--- src/mem_consts.svh ---
`ifndef MEM_CONSTS_SVH
`define MEM_CONSTS_SVH

// memory geometry
`define MEM_DEPTH_LOG2 8   // 256 words of 64 bits

// cycles from valid being sampled to the done pulse
// must be at least 1
`define MEM_LATENCY 3

// byte offset bits inside a 64-bit word
`define MEM_WORD_LSB 3

`endif

--- src/mem_pkg.sv ---
`include "mem_consts.svh"

package mem_pkg;

    typedef logic [31:0] addr_t;   // byte address
    typedef logic [63:0] data_t;
    typedef logic [7:0]  strb_t;   // one bit per byte lane

    typedef logic [`MEM_DEPTH_LOG2-1:0] word_idx_t;

    typedef enum logic [1:0] {
        arb_idle,
        arb_serve,     // valid high toward memory
        arb_finish,    // ack raised
        arb_release    // waiting for req to drop
    } arb_state_t;

    typedef enum logic {
        mem_idle,
        mem_busy
    } mem_state_t;

endpackage

--- src/mem_arbiter.sv ---
`timescale 1ns/1ps

module mem_arbiter (
    input  logic           clk,
    input  logic           rst,

    // fetch side, read only
    input  logic           if_req_i,
    input  mem_pkg::addr_t if_addr_i,
    output logic           if_ack_o,
    output mem_pkg::data_t if_rdata_o,

    // memory-stage side
    input  logic           mem_req_i,
    input  logic           mem_we_i,
    input  mem_pkg::addr_t mem_addr_i,
    input  mem_pkg::data_t mem_wdata_i,
    input  mem_pkg::strb_t mem_strb_i,
    output logic           mem_ack_o,
    output mem_pkg::data_t mem_rdata_o,

    // toward the data memory
    output logic           rd_valid_o,
    output logic           wr_valid_o,
    output mem_pkg::addr_t addr_o,
    output mem_pkg::data_t wdata_o,
    output mem_pkg::strb_t strb_o,
    input  logic           done_i,
    input  mem_pkg::data_t rdata_i
);

    mem_pkg::arb_state_t state_q;
    logic                win_mem_q;   // memory stage owns the transfer
    logic                we_q;
    mem_pkg::addr_t      addr_q;
    mem_pkg::data_t      wdata_q;
    mem_pkg::strb_t      strb_q;
    mem_pkg::data_t      if_rdata_q;
    mem_pkg::data_t      mem_rdata_q;

    logic                holding;     // ack phase of the handshake
    logic                win_req;

    assign holding = (state_q == mem_pkg::arb_finish) || (state_q == mem_pkg::arb_release);
    assign win_req = win_mem_q ? mem_req_i : if_req_i;

    always_ff @(posedge clk) begin
        if (rst) begin
            state_q   <= mem_pkg::arb_idle;
            win_mem_q <= 1'b0;
        end else begin
            unique case (state_q)
                mem_pkg::arb_idle: begin
                    if (mem_req_i) begin          // memory stage first
                        win_mem_q <= 1'b1;
                        state_q   <= mem_pkg::arb_serve;
                    end else if (if_req_i) begin
                        win_mem_q <= 1'b0;
                        state_q   <= mem_pkg::arb_serve;
                    end
                end
                mem_pkg::arb_serve: begin
                    if (done_i) begin
                        state_q <= mem_pkg::arb_finish;
                    end
                end
                mem_pkg::arb_finish: begin
                    if (!win_req) begin
                        state_q <= mem_pkg::arb_idle;
                    end else begin
                        state_q <= mem_pkg::arb_release;
                    end
                end
                mem_pkg::arb_release: begin
                    if (!win_req) begin           // requester let go
                        state_q <= mem_pkg::arb_idle;
                    end
                end
                default: begin
                    state_q <= mem_pkg::arb_idle;
                end
            endcase
        end
    end

    // request fields, captured at grant
    always_ff @(posedge clk) begin
        if (state_q == mem_pkg::arb_idle) begin
            if (mem_req_i) begin
                we_q    <= mem_we_i;
                addr_q  <= mem_addr_i;
                wdata_q <= mem_wdata_i;
                strb_q  <= mem_strb_i;
            end else if (if_req_i) begin
                we_q    <= 1'b0;
                addr_q  <= if_addr_i;
                wdata_q <= '0;
                strb_q  <= '0;
            end
        end
    end

    // read data, one register per requester
    always_ff @(posedge clk) begin
        if (state_q == mem_pkg::arb_serve && done_i && !we_q) begin
            if (win_mem_q) begin
                mem_rdata_q <= rdata_i;
            end else begin
                if_rdata_q <= rdata_i;
            end
        end
    end

    assign rd_valid_o = (state_q == mem_pkg::arb_serve) && !we_q;
    assign wr_valid_o = (state_q == mem_pkg::arb_serve) && we_q;
    assign addr_o     = addr_q;
    assign wdata_o    = wdata_q;
    assign strb_o     = strb_q;

    assign if_ack_o    = holding && !win_mem_q;
    assign mem_ack_o   = holding && win_mem_q;
    assign if_rdata_o  = if_rdata_q;
    assign mem_rdata_o = mem_rdata_q;

endmodule

--- config.mk ---
export PLATFORM = sky130hd
export DESIGN_NAME = mem_arbiter
export DESIGN_NICKNAME = d
export VERILOG_FILES = /design/src/mem_pkg.sv /design/src/mem_arbiter.sv
export VERILOG_INCLUDE_DIRS = /design/src
export SDC_FILE = /design/constraint.sdc
export NUM_CORES = 1
export LEC_CHECK = 0
export ABC_CLOCK_PERIOD_IN_PS = 5500
export BUFFER_PORTS_ARGS = -buffer_cell sky130_fd_sc_hd__buf_4
export CAP_MARGIN = 15
export CORE_ASPECT_RATIO = 0.6
export CORE_MARGIN = 10
export CORE_UTILIZATION = 30
export CTS_BUF_LIST = sky130_fd_sc_hd__clkbuf_4 sky130_fd_sc_hd__clkbuf_8
export CTS_CLUSTER_DIAMETER = 30
export CTS_CLUSTER_SIZE = 24
export DETAILED_ROUTE_END_ITERATION = 8
export MAX_ROUTING_LAYER = met4
export PLACE_DENSITY = 0.56
export RECOVER_POWER = 50
export SLEW_MARGIN = 10
export SYNTH_ARGS = -nofsm -noshare
export SYNTH_HDL_FRONTEND = slang
export SYNTH_SLANG_ARGS = --single-unit
--- constraint.sdc ---
create_clock -name clk -period 5.5 [get_ports clk]
set_clock_uncertainty 0.2 [all_clocks]
set_input_delay 0.275 -clock clk [delete_from_list [all_inputs] [get_ports clk]]
set_output_delay 0.275 -clock clk [all_outputs]
set_load 0.01 [all_outputs]
==> impl_metrics.py <==
metrics = {
    "detailed_routing": {
        "firstDrtPassIters": 5,
        "routed_wl_um": 28600,
        "drcViolationCount": 0,
        "ant_nets": 0,
        "viasPerCell": 4.07,
        "route.vias.total": 5870,
        "drt_iter0_drc": 266,
        "avgRoutedWirePerCell_um": 19.8,
    },
    "layout": {
        "syn2layout_area_growth_pct": 74.4,
        "multi_input_area_sq_um": 967,
        "seqCellArea_sq_um": 7060,
        "layout-drive-gt1-share": 0.345,
        "layout.cells.non_filler": 1444,
        "n_fill_cell": 2346,
        "fin_nets": 1259,
        "post-route-cell-area_sq_um": 14100,
    },
    "worst_setup_path": {
        "end_kind": "register",
        "critPathKind": "in2reg",
        "r2r_end": "if_rdata_o[16]",
        "required_ns": 5.58,
        "rrSetupSlack_ns": 2.83,
        "critPathArrivalTime_ns": 3.74,
        "worstSetupStartpointType": "primary input",
        "reg2regPathDepth": 4,
        "r2r_start": "state_q[1]",
        "crit_start": "mem_req_i",
        "path_max_fanout": 77,
    },
    "hold_path": {
        "hp-start": "mem_req_i",
        "hold_depth": 2,
        "min_to": "wdata_o[57]",
        "min_path_type": "in2reg",
    },
    "placement": {
        "gp_congestion": 0.762,
        "placed_area_sq_um": 11800,
        "pre_cts_ws_ns": 2.75,
        "portBuffers": 441,
        "dpl.hpwl_um": 20300,
        "placedCellCount": 1166,
    },
    "timing": {
        "setup_viol": 0,
        "setup_ws_ns": 1.84,
        "tightestPinTransition_ns": 2.73,
        "fin_crit_ns": 3.66,
        "fin_tns_setup_ns": 0,
        "period_share": 0.665,
        "hold_viol_final": 0,
        "rsz0062_at_grt": "false",
        "max_freq_mhz": 273,
        "drv_slew": 78,
        "slew_headroom": -0.822,
    },
    "die": {
        "num_io_pins": 442,
        "die_w_um": 232,
        "row_count": 46,
        "core_area_sq_um": 26500,
        "die_y_um": 147,
        "fp.dieArea_sq_um": 34200,
        "start_util": 0.306,
    },
    "cts": {
        "clock-sinks": 236,
        "clock-root-buffer": "clkbuf_8",
        "htreeDepth": 2,
        "clk_path_buf_depth": 3,
        "clock_latency_ns": 0.53,
        "cts_resized": 0,
        "cts_tree": "yes",
        "cts_buffers": 40,
        "clk_pin_slew_ns": 0.06,
    },
    "logic_synthesis": {
        "synth-seq-cells": 236,
        "avgSynthCellArea_sq_um": 21.7,
        "syn_nets": 580,
        "ys_types": 21,
        "netlist_instances": 374,
        "seq_area_frac_synth": 0.871,
        "ys_warn_count": 0,
        "syn-cell-area_sq_um": 8100,
    },
    "job": {
        "maxCapViolations": 1,
    },
    "global_route": {
        "grt_max_degree": 78,
        "grt_overflow": 0,
        "antenna_found_initial": 3,
        "grt_usage": 0.165,
        "grt_pass1_vias": 6652,
        "grt_pass1_wl_um": 41600,
    },
    "pwr": {
        "total_leakage_power_nw": 5.38,
        "irDropWorstVdd_v": 0.000180,
        "power_density_nw_per_um2": 320,
        "finalPower_mw": 4.52,
    },
    "status": {
        "outcome": "complete, but fails checks",
        "violations": "max-capacitance violations, max-slew violations",
    },
}
[flip-flops by register name, summed over array words and instances (netlist names)]
name	count
addr_o	32
if_rdata_o	64
mem_rdata_o	64
state_q	2
strb_o	8
wdata_o	64
we_q	1
win_mem_q	1
[layout make-up]
| type | instances | share of cell area |
|---|---|---|
| Sequential cell | 236 | 0.500 |
| Timing Repair Buffer | 650 | 0.335 |
| Multi-Input combinational cell | 125 | 0.0685 |
| Clock buffer | 44 | 0.0415 |
| Tap cell | 360 | 0.0319 |
| Clock inverter | 26 | 0.0230 |
| Antenna cell | 3 | 0.000531 |
[stage by stage]
| stage | utilization | hold WS (ns) |
|---|---|---|
| floorplan | - | 0.140 |
| global placement | 0.446 | 0.261 |
| detailed placement | 0.446 | 0.263 |
| CTS | 0.558 | 0.103 |
| global route | 0.534 | 0.126 |
| finish | 0.534 | 0.163 |
[per-layer routing]
metal  GRT usage  up-vias  routed length, um
met5           -        -                  0
met4      0.0534        0                600
met3      0.0537       45               2160
met2       0.290      221              15200
met1       0.172     2818              10600
li1            -     2786                  -
[worst max-delay path by stage]
stage                                end  slack, ns  cells after the start
after floorplan            if_rdata_o[0]       1.32                      4
after global placement         addr_o[0]       2.76                      3
after detailed placement      addr_o[13]       2.75                      3
after CTS                 if_rdata_o[46]       2.77                      4
after global routing          state_q[1]       1.42                      5
final                         addr_o[25]       1.84                      4
[synth_stat cells]
master,count,area share
edfxtp_1,233,0.86
and2_1,74,0.057
mux2_2,32,0.044
clkbuf_1,6,0.0028
buf_6,5,0.0070
nor2_1,4,0.0019
dfxtp_1,3,0.0074
a21oi_1,2,0.0012
nand2_1,2,0.00093
o21a_1,2,0.0019
a211oi_2,1,0.0015
a21bo_2,1,0.0012
a2bb2oi_1,1,0.0011
and3_1,1,0.00077
and3b_1,1,0.0011
buf_4,1,0.00093
clkbuf_2,1,0.00062
mux2i_1,1,0.0012
nor2b_1,1,0.00077
nor3_1,1,0.00062
nor3b_2,1,0.0015
[where the power goes]
| part | switching [mW] | internal (mW) |
|---|---|---|
| clock network | 0.764 | 1.03 |
| logic | 0.267 | 0.300 |
| registers | 0.0369 | 2.13 |
| total | 1.07 | 3.46 |
[kinds of logic after synthesis]
logic type | Yosys count | synth area share
mux | 33 | 0.0457
simple gates | 85 | 0.0647
flops | 236 | 0.871
buf+inv | 13 | 0.0113
compound gates | 7 | 0.00695
[cells in the final DEF, fill, tap and decap left out]
master         synthesis  final
edfxtp_1             233    233
buf_4                  1    228
dlygate4sd3_1          0    205
clkbuf_1               6    176
and2_0                 0     45
clkbuf_4               0     44
clkbuf_8               0     41
mux2_2                32     32
and2_1                74     29
bufinv_16              0      6
clkinvlp_4             0      6
clkinv_1               0      4
inv_6                  0      4
diode_2                0      3
nor2_1                 4      3
dfxtp_1                3      3
nand2_1                2      2
a21oi_1                2      2
clkinv_4               0      2
clkinv_2               0      2
inv_8                  0      2
o21a_4                 0      1
nor3b_2                1      1
nor2_4                 0      1
and3_2                 0      1
and3b_1                1      1
nor2b_1                1      1
a2bb2oi_1              1      1
o21a_1                 2      1
nor3_1                 1      1
mux2i_1                1      1
a211oi_2               1      1
a21bo_2                1      1
[repair_timing]
item                       in CTS  in global routing
hold endpoints to repair      236                  0
setup endpoints to repair       0                  0
setup buffers                   0                  0
hold buffers                  205                  0
[worst max-delay path, cell delays in order]
cell and delay, ns:
buf_4 0.37, clkbuf_1 1.98, mux2_2 0.48, dlygate4sd3_1 0.57
Power figures use the tool's default switching activity.
